## src/design/uart_cfg_pkg.sv

```systemverilog
package uart_cfg_pkg;

	// serial line timing and frame sizing

	localparam int DATA_BITS = 8;  // payload bits per frame

	localparam int CLOCKS_PER_BIT = 8;  // system clocks per serial bit

	localparam int HALF_BIT = CLOCKS_PER_BIT / 2;  // receiver sample point

	localparam int CYC_CNT_W = $clog2(CLOCKS_PER_BIT);  // width of the in-bit cycle counters

	localparam int SYNC_STAGES = 3;  // flops in front of the receiver

	localparam int BIT_CNT_W = 4;  // counts up to a full frame of 11 bits

endpackage

```

## src/design/uart_frame_pkg.sv

```systemverilog
package uart_frame_pkg;

	import uart_cfg_pkg::*;

	localparam int FRAME_BITS = DATA_BITS + 3;  // start, data, parity, stop

	// 0 selects even parity, 1 selects odd parity
	localparam logic PARITY_ODD = 1'b0;

	// the same word seen as a serial bit vector or as frame fields
	// bit 0 is the start bit and is the first one on the line
	typedef union packed {
		logic [FRAME_BITS-1:0] bits;  // shifted lsb first
		struct packed {
			logic                 stop;    // always 1 on a good frame
			logic                 parity;  // covers the data bits only
			logic [DATA_BITS-1:0] data;
			logic                 start;   // always 0
		} fields;
	} uart_frame_t;

	// parity bit that goes with a data byte
	function automatic logic frame_parity(input logic [DATA_BITS-1:0] data);
		logic p;

		p = ^data;  // 1 when the number of ones is odd
		return p ^ PARITY_ODD;
	endfunction

endpackage

```

## src/design/uart.sv

```systemverilog
`timescale 1ns/10ps

module uart (
	input  logic                               clk,
	input  logic                               reset,
	input  logic                               i_enable,     // one-cycle start strobe
	input  logic [uart_cfg_pkg::DATA_BITS-1:0] i_data,
	input  logic                               i_serial_in,
	output logic                               o_serial_out,
	output logic                               o_busy,
	output logic [uart_cfg_pkg::DATA_BITS-1:0] o_received_data,
	output logic                               o_data_valid,
	output logic                               o_rx_error
);

	logic baud_tick;  // transmit bit boundary, the receiver keeps its own timing

	uart_baud_gen baud_gen_i (
		.clk         (clk),
		.reset       (reset),
		.o_baud_tick (baud_tick)
	);

	uart_tx tx_i (
		.clk          (clk),
		.reset        (reset),
		.i_baud_tick  (baud_tick),
		.i_enable     (i_enable),
		.i_data       (i_data),
		.o_serial_out (o_serial_out),
		.o_busy       (o_busy)
	);

	// the serial input is a separate port, looping it back is up to the user
	uart_rx rx_i (
		.clk             (clk),
		.reset           (reset),
		.i_serial_in     (i_serial_in),
		.o_received_data (o_received_data),
		.o_data_valid    (o_data_valid),
		.o_rx_error      (o_rx_error)
	);

endmodule

```

## src/design/uart_baud_gen.sv

```systemverilog
`timescale 1ns/10ps

module uart_baud_gen (
	input  logic clk,
	input  logic reset,
	output logic o_baud_tick
);

	import uart_cfg_pkg::*;

	logic [CYC_CNT_W-1:0] div_cnt;  // position inside the current bit period
	logic                 wrap;

	assign wrap = (div_cnt == CYC_CNT_W'(CLOCKS_PER_BIT - 1));

	// the tick is registered, so its first pulse lands a full period
	// after reset is released
	always_ff @(posedge clk) begin
		if (reset) begin
			div_cnt     <= '0;
			o_baud_tick <= 1'b0;
		end else begin
			o_baud_tick <= wrap;
			if (wrap) begin
				div_cnt <= '0;
			end else begin
				div_cnt <= div_cnt + 1'b1;
			end
		end
	end

endmodule

```

## src/design/uart_rx.sv

```systemverilog
`timescale 1ns/10ps

module uart_rx (
	input  logic                               clk,
	input  logic                               reset,
	input  logic                               i_serial_in,
	output logic [uart_cfg_pkg::DATA_BITS-1:0] o_received_data,
	output logic                               o_data_valid,
	output logic                               o_rx_error
);

	import uart_cfg_pkg::*;
	import uart_frame_pkg::*;

	localparam logic [1:0] RX_IDLE  = 2'd0;
	localparam logic [1:0] RX_START = 2'd1;  // waiting for the middle of the start bit
	localparam logic [1:0] RX_DATA  = 2'd2;  // data bits and parity
	localparam logic [1:0] RX_STOP  = 2'd3;

	logic [SYNC_STAGES-1:0] sync_q;       // metastability chain, oldest bit on top
	logic                   rx_line;      // synchronized serial input
	logic                   line_prev;
	logic                   line_fall;

	logic [1:0]             state;
	logic [CYC_CNT_W-1:0]   cyc_cnt;      // clocks since the last sample point
	logic [BIT_CNT_W-1:0]   bit_cnt;      // samples taken in RX_DATA
	logic                   half_bit;
	logic                   full_bit;

	logic                   sample_en;    // take rx_line into the frame
	logic                   stop_sample;  // last sample of the frame
	uart_frame_t            frame_q;      // bits gathered so far, lsb first
	uart_frame_t            frame_in;     // frame_q with the current sample added
	logic                   parity_bad;
	logic                   frame_bad;

	assign rx_line   = sync_q[SYNC_STAGES-1];
	assign line_fall = line_prev && !rx_line;

	// the line idles high, so the chain resets to ones
	always_ff @(posedge clk) begin
		if (reset) begin
			sync_q    <= '1;
			line_prev <= 1'b1;
		end else begin
			sync_q    <= {sync_q[SYNC_STAGES-2:0], i_serial_in};
			line_prev <= rx_line;
		end
	end

	assign half_bit = (cyc_cnt == CYC_CNT_W'(HALF_BIT - 1));
	assign full_bit = (cyc_cnt == CYC_CNT_W'(CLOCKS_PER_BIT - 1));

	assign sample_en   = ((state == RX_START) && half_bit) ||
	                     ((state == RX_DATA) && full_bit) || stop_sample;
	assign stop_sample = (state == RX_STOP) && full_bit;

	// new bit enters at the top, so after a full frame the start bit sits at bit 0
	assign frame_in.bits = {rx_line, frame_q.bits[FRAME_BITS-1:1]};

	assign parity_bad = (frame_in.fields.parity != frame_parity(frame_in.fields.data));
	assign frame_bad  = parity_bad || !frame_in.fields.stop;

	always_ff @(posedge clk) begin
		if (reset) begin
			state        <= RX_IDLE;
			cyc_cnt      <= '0;
			bit_cnt      <= '0;
			o_data_valid <= 1'b0;
			o_rx_error   <= 1'b0;
		end else begin
			o_data_valid <= 1'b0;  // both flags are single-cycle strobes
			o_rx_error   <= 1'b0;
			case (state)
				RX_IDLE: begin
					cyc_cnt <= '0;
					if (line_fall) begin
						state <= RX_START;
					end
				end
				RX_START: begin
					if (half_bit) begin
						cyc_cnt <= '0;
						bit_cnt <= '0;
						state   <= rx_line ? RX_IDLE : RX_DATA;  // high again means a glitch
					end else begin
						cyc_cnt <= cyc_cnt + 1'b1;
					end
				end
				RX_DATA: begin
					if (full_bit) begin
						cyc_cnt <= '0;
						bit_cnt <= bit_cnt + 1'b1;
						if (bit_cnt == BIT_CNT_W'(DATA_BITS)) begin
							state <= RX_STOP;  // that sample was the parity bit
						end
					end else begin
						cyc_cnt <= cyc_cnt + 1'b1;
					end
				end
				RX_STOP: begin
					if (full_bit) begin
						o_data_valid <= 1'b1;
						o_rx_error   <= frame_bad;
						state        <= RX_IDLE;
					end else begin
						cyc_cnt <= cyc_cnt + 1'b1;
					end
				end
				default: state <= RX_IDLE;
			endcase
		end
	end

	// received byte stays put until the next frame completes
	always_ff @(posedge clk) begin
		if (sample_en) begin
			frame_q <= frame_in;
		end
		if (stop_sample) begin
			o_received_data <= frame_in.fields.data;
		end
	end

endmodule

```

## src/design/uart_tx.sv

```systemverilog
`timescale 1ns/10ps

module uart_tx (
	input  logic                               clk,
	input  logic                               reset,
	input  logic                               i_baud_tick,
	input  logic                               i_enable,
	input  logic [uart_cfg_pkg::DATA_BITS-1:0] i_data,
	output logic                               o_serial_out,
	output logic                               o_busy
);

	import uart_cfg_pkg::*;
	import uart_frame_pkg::*;

	uart_frame_t          frame_d;        // frame built from the input byte
	uart_frame_t          frame_q;        // remaining bits, lsb is next on the line
	logic [BIT_CNT_W-1:0] bit_cnt;        // bits already driven onto the line
	logic                 accept;         // start request taken this cycle
	logic                 shift;          // a bit boundary inside a frame
	logic                 last_bit_done;  // stop bit has been held one period

	always_comb begin
		frame_d.fields.start  = 1'b0;
		frame_d.fields.data   = i_data;
		frame_d.fields.parity = frame_parity(i_data);
		frame_d.fields.stop   = 1'b1;
	end

	assign accept        = !o_busy && i_enable;  // requests while busy are dropped
	assign shift         = o_busy && i_baud_tick;
	assign last_bit_done = (bit_cnt == BIT_CNT_W'(FRAME_BITS));

	// control path
	always_ff @(posedge clk) begin
		if (reset) begin
			o_busy       <= 1'b0;
			o_serial_out <= 1'b1;  // idle line is high
			bit_cnt      <= '0;
		end else if (accept) begin
			o_busy  <= 1'b1;
			bit_cnt <= '0;
		end else if (shift) begin
			if (last_bit_done) begin
				o_busy       <= 1'b0;
				o_serial_out <= 1'b1;
			end else begin
				o_serial_out <= frame_q.bits[0];
				bit_cnt      <= bit_cnt + 1'b1;
			end
		end
	end

	// frame shift register, ones fill in from the top behind the stop bit
	always_ff @(posedge clk) begin
		if (accept) begin
			frame_q <= frame_d;
		end else if (shift) begin
			frame_q.bits <= {1'b1, frame_q.bits[FRAME_BITS-1:1]};
		end
	end

endmodule

```

## config.mk

```make
export PLATFORM = sky130hd
export DESIGN_NAME = uart
export DESIGN_NICKNAME = d
export VERILOG_FILES = /design/src/design/uart_cfg_pkg.sv /design/src/design/uart_frame_pkg.sv /design/src/design/uart.sv /design/src/design/uart_baud_gen.sv /design/src/design/uart_rx.sv /design/src/design/uart_tx.sv
export SDC_FILE = /design/constraint.sdc
export NUM_CORES = 1
export LEC_CHECK = 0
export BUFFER_PORTS_ARGS = -buffer_cell sky130_fd_sc_hd__buf_2
export CAP_MARGIN = 20
export CORE_UTILIZATION = 40
export CTS_CLUSTER_SIZE = 24
export DETAILED_ROUTE_END_ITERATION = 8
export PLACE_DENSITY_LB_ADDON = 0.05
export SYNTH_ARGS = -nofsm -noshare
export SYNTH_HDL_FRONTEND = slang
export SYNTH_HIERARCHICAL = 1
export SYNTH_SLANG_ARGS = --single-unit
```

## constraint.sdc

```tcl
create_clock -name clk -period 1.92 [get_ports clk]
set_clock_uncertainty 0.15 [all_clocks]
set_input_delay 0.288 -clock clk [delete_from_list [all_inputs] [get_ports clk]]
set_output_delay 0.288 -clock clk [all_outputs]
set_load 0.01 [all_outputs]
```

==> summary.txt, run 1 <==
CP Max Fanout = 5
Worst path slowest cell = dfxtp_1
Mapped Area = 2197 µm²
DRT iter0 DRCs = 63
Power per Cell Area = 758.1 nW/µm²
Final Cycle Share = 0.9372
Placement Setup Slack = 43.86 ps
Crit. End Element = register
CTS tree = built
CP startpoint kind = register
Worst-Skew Late Latency = 300 ps
RSZ-0062 raised after global routing = false
number of cells on the worst hold path = 2
Switching Fraction = 0.2279
power after layout = 1.944 mW
CTS Sinks = 52
worst path bufs/invs = 0
worst hold path type = in2reg
sequential cell area fraction in the yosys report = 0.5923
Final ANT Viol Nets = 0
share of layout cells above drive strength 1 = 0.2407
Leak = 0.9742 nW
Async SR Flop Fraction = 0
R2R cell count = 6
# IOs = 24
main flop type after synthesis = edfxtp_1
Peak Freq = 0.5557 GHz
initial antenna violation count = 0
Critical Path Max Stage Delay = 380 ps
CP cell instances = ha_4 > ha_1 > and3b_2 > nor2_2 > or3_1 > a211oi_2
switching power total = 0.4429 mW
die width = 76.12 µm
Nets = 236
Die Height = 76.12 µm
Core Area = 5205 µm²
r2r startpoint = rx_i/cyc_cnt[1]
clock share of power = 0.332
Antenna diodes = 0
Post-Syn Area per Cell = 12.14 µm²
Worst Hold Launch = i_enable
endpoints failing hold = 0
Post-synth EDFFs = 26
GRT Total Usage = 0.1373
ranking of synthesized cells by area = edfxtp_1 36%, dfxtp_1 24%, ha_1 5.1%, xnor2_1 4.0%, a32o_1 3.6%
Int Pwr = 1.501 mW
initial core utilization = 0.4221
CP delay by family, top = simple AND/OR/NAND/NOR gates
clock period minus worst slack = 1799 ps
worst-margin pin slew = 440.1 ps
GPL Wtd Cong = 0.7542
max-cap violations = 0
area grow syn2layout = 16.69%
commonest cells in the netlist = 26 x dfxtp_1, 26 x edfxtp_1, 10 x inv_1, 10 x xnor2_1
total gr overflow = 0
Final Setup Violations = 0
I/O Buffers = 23
vias in the first global route = 1443
area leader, netlist = edfxtp_1
H-tree depth = 2
status = finished clean
Bufs on Longest Clock Path = 2
hold_ws = 68.00 ps
# rows = 26
post-synth top area share = 0.3554
final count of pins violating max slew = 0
drt pass-1 iters = 4
DIE AREA = 5793 µm²
Num CTS Buffers = 5
Crit Path Class = reg2reg
drt total wl = 3.651 mm
DRC = 0
drt wl/cell = 12.77 µm
largest net degree at the start of global routing = 25
Post-Route Setup TNS = 0 ps
synth warn = 6
HPWL after DPL = 2.615 mm
CTS root buf = clkbuf_8
drt via density = 5.168
clock slew at reported path FFs = 100 ps
via count = 1478
first-pass GRT wire length = 6.403 mm
worst rel slew slack = 0.7066
Synth Register Bits = 52
Arrival @ worst endpoint = 1880 ps
Worst Slack Setup Final = 120.6 ps
FF-to-FF End = rx_i/bit_cnt[3]
register-to-register setup slack = 120 ps
CP startpoint = rx_i/cyc_cnt[1]
Synthesized Nets = 202
synthesized instance count = 181
worst vdd ir = 0.3907 mV
part of the power in registers = 0.616
Hold EP = tx_i/frame_q[0]
Yosys cell types = 43
Worst Path Required = 2000 ps
combinational share of power = 0.053
-- cell usage in the layout (no fill, tap or decap), types with 3 or more instances in the layout --
cell type	n
a21oi_1	4
nor2b_1	3
inv_1	10
buf_2	23
xnor2_1	10
clkbuf_8	5
o21ai_0	5
ha_1	8
dfxtp_1	25
xor2_1	5
o21ai_1	3
a32o_1	8
or2_2	3
nor3_1	7
buf_4	11
nand3_1	6
nand2_1	6
nor2_1	9
nor3b_1	3
edfxtp_1	26
-- worst max-delay path by stage --
stage,to,slack (ps),depth (start not counted)
finish,rx_i/bit_cnt[3],120,6
global route,rx_i/bit_cnt[3],40,6
CTS,rx_i/bit_cnt[3],10,6
detailed placement,rx_i/bit_cnt[3],40,6
global placement,rx_i/bit_cnt[3],120,6
floorplan,rx_i/bit_cnt[3],130,6
-- routing by layer --
| layer | vias to the layer above | routed length [µm] | global-route usage |
|---|---|---|---|
| met5 | - | 0 | 0 |
| met1 | 722 | 1616 | 0.1627 |
| met4 | 0 | 59 | 0.06154 |
| met3 | 7 | 131 | 0.03114 |
| met2 | 25 | 1843 | 0.2373 |
| li1 | 724 | - | - |
-- metrics by stage --
| stage | util | instances | instance area [µm²] |
|---|---|---|---|
| 5_1_grt | 0.4925 | 286 | 2564 |
| 6_report | 0.4925 | 286 | 2564 |
| 3_3_place_gp | 0.4671 | 275 | 2431 |
| 3_5_place_dp | 0.4671 | 275 | 2431 |
| 4_1_cts | 0.4870 | 284 | 2535 |
| 2_1_floorplan | - | 181 | 2197 |
-- power by group through the flow --
stage          clock [mW]  combinational [mW]  sequential (mW)
2_1_floorplan           0              0.0694             1.22
3_3_place_gp            0              0.0975             1.22
3_5_place_dp            0               0.101             1.22
4_1_cts             0.672               0.104             1.20
5_1_grt             0.714               0.117             1.20
6_report            0.645               0.102             1.20
-- registers in the layout (all words and copies together), names as in the netlist, 3 cells and up, named ones only --
register and flops:
rx_i/o_received_data 8, rx_i/cyc_cnt 3, tx_i/frame_q 10, baud_gen_i/div_cnt 3, rx_i/frame_q 9, rx_i/bit_cnt 4
tx_i/bit_cnt 4, rx_i/sync_q 3
-- final cells by class --
type	count	area [µm²]
fillers	489	2641
multi-input cells	111	834.6
flip-flops and latches	52	1303
clock buffers	5	68.82
clock inverters	3	25.02
repair buffers	35	207.7
inverters	10	37.54
well taps	70	87.58
-- worst reg2reg max path: stages, from the launching register on --
cell      delay, ps
dfxtp_1         380
ha_4            150
ha_1            160
and3b_2         250
nor2_2           60
or3_1           370
a211oi_2        210
-- cells by family (layout without fill, tap and decap cells) --
family | after synthesis | in the layout | synth area share
AO/OA/AOI/OAI | 31 | 31 | 0.1054
XOR/XNOR | 16 | 16 | 0.07004
adder cells (fa/ha/maj) | 9 | 9 | 0.05125
buffers and inverters | 18 | 53 | 0.03360
flip-flops | 52 | 52 | 0.5923
multiplexers | 3 | 3 | 0.01424
AND/OR/NAND/NOR | 52 | 52 | 0.1333
-- what timing repair did --
| action | CTS | global route |
|---|---|---|
| setup buffers | 0 | 2 |
| endpoints found under the hold margin | 1 | 0 |
| endpoints found under the setup margin | 0 | 10 |
| hold buffers | 1 | 0 |
| gates resized for setup | 0 | 3 |
Note: power is estimated with default switching activity, not from simulation.
==> run 2: changes to the inputs <==
--- a/config.mk
+++ b/config.mk
@@ -7,7 +7,7 @@
 export LEC_CHECK = 0
 export BUFFER_PORTS_ARGS = -buffer_cell sky130_fd_sc_hd__buf_2
 export CAP_MARGIN = 20
-export CORE_UTILIZATION = 40
+export CORE_UTILIZATION = 50
 export CTS_CLUSTER_SIZE = 24
 export DETAILED_ROUTE_END_ITERATION = 8
 export PLACE_DENSITY_LB_ADDON = 0.05
==> summary.txt, run 2 (synthesis gave the netlist of run 1 again) <==
total gr overflow = 0 (unchanged)
Worst Slack Setup Final = 89.57 ps (-31.04 ps)
first-pass GRT wire length = 5.899 mm (-7.9%)
max reg flops = 10 (unchanged)
CP startpoint kind = register
drt wl/cell = 14.41 µm (+13%)
initial antenna violation count = 0 (unchanged)
Crit. End Element = register
CTS root buf = clkbuf_8
DRC = 0 (unchanged)
endpoints failing hold = 0 (unchanged)
worst-margin pin slew = 417.3 ps (-22.76 ps)
clock period minus worst slack = 1830 ps (+31.04 ps)
DRT iter0 DRCs = 99 (+57%)
GPL Wtd Cong = 0.7515 (-0.36%)
Bufs on Longest Clock Path = 2 (unchanged)
die width = 68.29 µm (-10%)
Top reg by flops = tx_i/frame_q
largest net degree at the start of global routing = 25 (unchanged)
final count of pins violating max slew = 0 (unchanged)
CTS Sinks = 52 (unchanged)
initial core utilization = 0.5339 (+0.1118)
max-cap violations = 0 (unchanged)
biggest regs = tx_i/frame_q (10), rx_i/frame_q (9), rx_i/o_received_data (8)
worst hold path type = in2reg
Final Setup Violations = 0 (unchanged)
Antenna diodes = 0 (unchanged)
Peak Freq = 0.5463 GHz (-1.7%)
Worst-Skew Late Latency = 300 ps (about the same)
Nets = 233 (-1.3%)
# IOs = 24 (unchanged)
drt via density = 5.468 (+5.8%)
share of layout cells above drive strength 1 = 0.2347 (-0.005999)
Crit Path Class = reg2reg
final core occ = 0.6108 (+0.1183)
Final Cycle Share = 0.9533 (+0.01617)
fin area = 2514 µm² (-2.0%)
Leak = 0.9701 nW (-0.42%)
I/O Buffers = 23 (unchanged)
drt total wl = 3.790 mm (+3.8%)
worst rel slew slack = 0.7218 (+0.01517)
clock slew at reported path FFs = 90 ps (about the same)
RSZ-0062 raised after global routing = false
CTS tree = built
post-CTS setup buffers = 0 (unchanged)
Num CTS Buffers = 5 (unchanged)
via count = 1438 (-2.7%)
most frequent cells in the layout = 26 x edfxtp_1, 25 x dfxtp_1, 23 x buf_2, 10 x inv_1, 10 x xnor2_1
power after layout = 1.977 mW (+1.7%)
CP Max Fanout = 5 (unchanged)
number of cells on the worst hold path = 2 (unchanged)
Core Area = 4115 µm² (-21%)
PostCTS Resize Cnt = 0 (unchanged)
post-placement cell count = 255 (-7.3%)
vias in the first global route = 1379 (-4.4%)
Worst Path Required = 1990 ps (about the same)
DIE AREA = 4664 µm² (-20%)
# rows = 23 (-12%)
Final ANT Viol Nets = 0 (unchanged)
drt pass-1 iters = 5 (+1)
area grow syn2layout = 14.41%
HPWL after DPL = 2.717 mm (+3.9%)
commonest non-fill, non-tap cell in the layout = edfxtp_1
# hold bufs at CTS = 0 (-1)
GRT Total Usage = 0.1750 (+0.03769)
Power per Cell Area = 786.5 nW/µm² (+3.7%)
Post-Route Setup TNS = 0 ps (unchanged)
Arrival @ worst endpoint = 1900 ps (+20 ps)
Die Height = 68.29 µm (-10%)
Cell Count, Final, Fillers Out = 263 (-8.0%)
H-tree depth = 2 (unchanged)
R2R cell count = 6 (unchanged)
status = finished clean
worst vdd ir = 0.4333 mV (+11%)
Placement Setup Slack = 54.11 ps (+10.25 ps)
hold_ws = 12.54 ps (-55.46 ps)
placed instance area = 2406 µm² (-1.0%)
run 2: changes by cell type in the layout (fill, tap and decap cells not counted), sizes merged:
cell         previous run  this run
clkinvlp                1         0
clkinv                  0         1
clkbuf                  5         7
inv                    12        10
buf                    34        32
dlygate4sd3             1         0
run 2: critical path, stage by stage, from the launching register on:
cell and delay (ps):
dfxtp_2 360, ha_2 200, ha_1 160, and3b_2 260, nor2_2 60, or3_1 350
a211oi_2 230
run 2: worst paths after layout:
check | start | end | slack (ps)
min reg2reg | rx_i/sync_q[1] | rx_i/sync_q[2] | 270
max reg2reg | rx_i/cyc_cnt[0] | rx_i/bit_cnt[3] | 90
max | rx_i/cyc_cnt[0] | rx_i/bit_cnt[3] | 90
min | i_serial_in | rx_i/sync_q[0] | 10
run 2: area by class of cell:
| type | instances | area, µm² |
|---|---|---|
| timing repair buffer | 32 | 182.7 |
| clock buffer | 7 | 98.84 |
| inverter | 10 | 37.54 |
| fill | 354 | 1602 |
| clock inverter | 1 | 5.005 |
| sequential | 52 | 1303 |
| tap | 50 | 62.56 |
| multi-input combinational | 111 | 824.5 |
run 2: layer usage:
layer,up-vias,GRT usage,wire length [µm]
met3,6,0.03500,105
met1,693,0.1876,1653
li1,716,-,-
met4,0,0.07031,53
met2,23,0.3297,1979
met5,-,0,0
run 2: report_power, final:
group          switching [mW]  internal, mW  leakage, nW  total [mW]
clock                   0.342         0.340       0.0563       0.681
combinational          0.0502        0.0487        0.461      0.0990
sequential             0.0133          1.18        0.453        1.20
total                   0.405          1.57        0.970        1.98
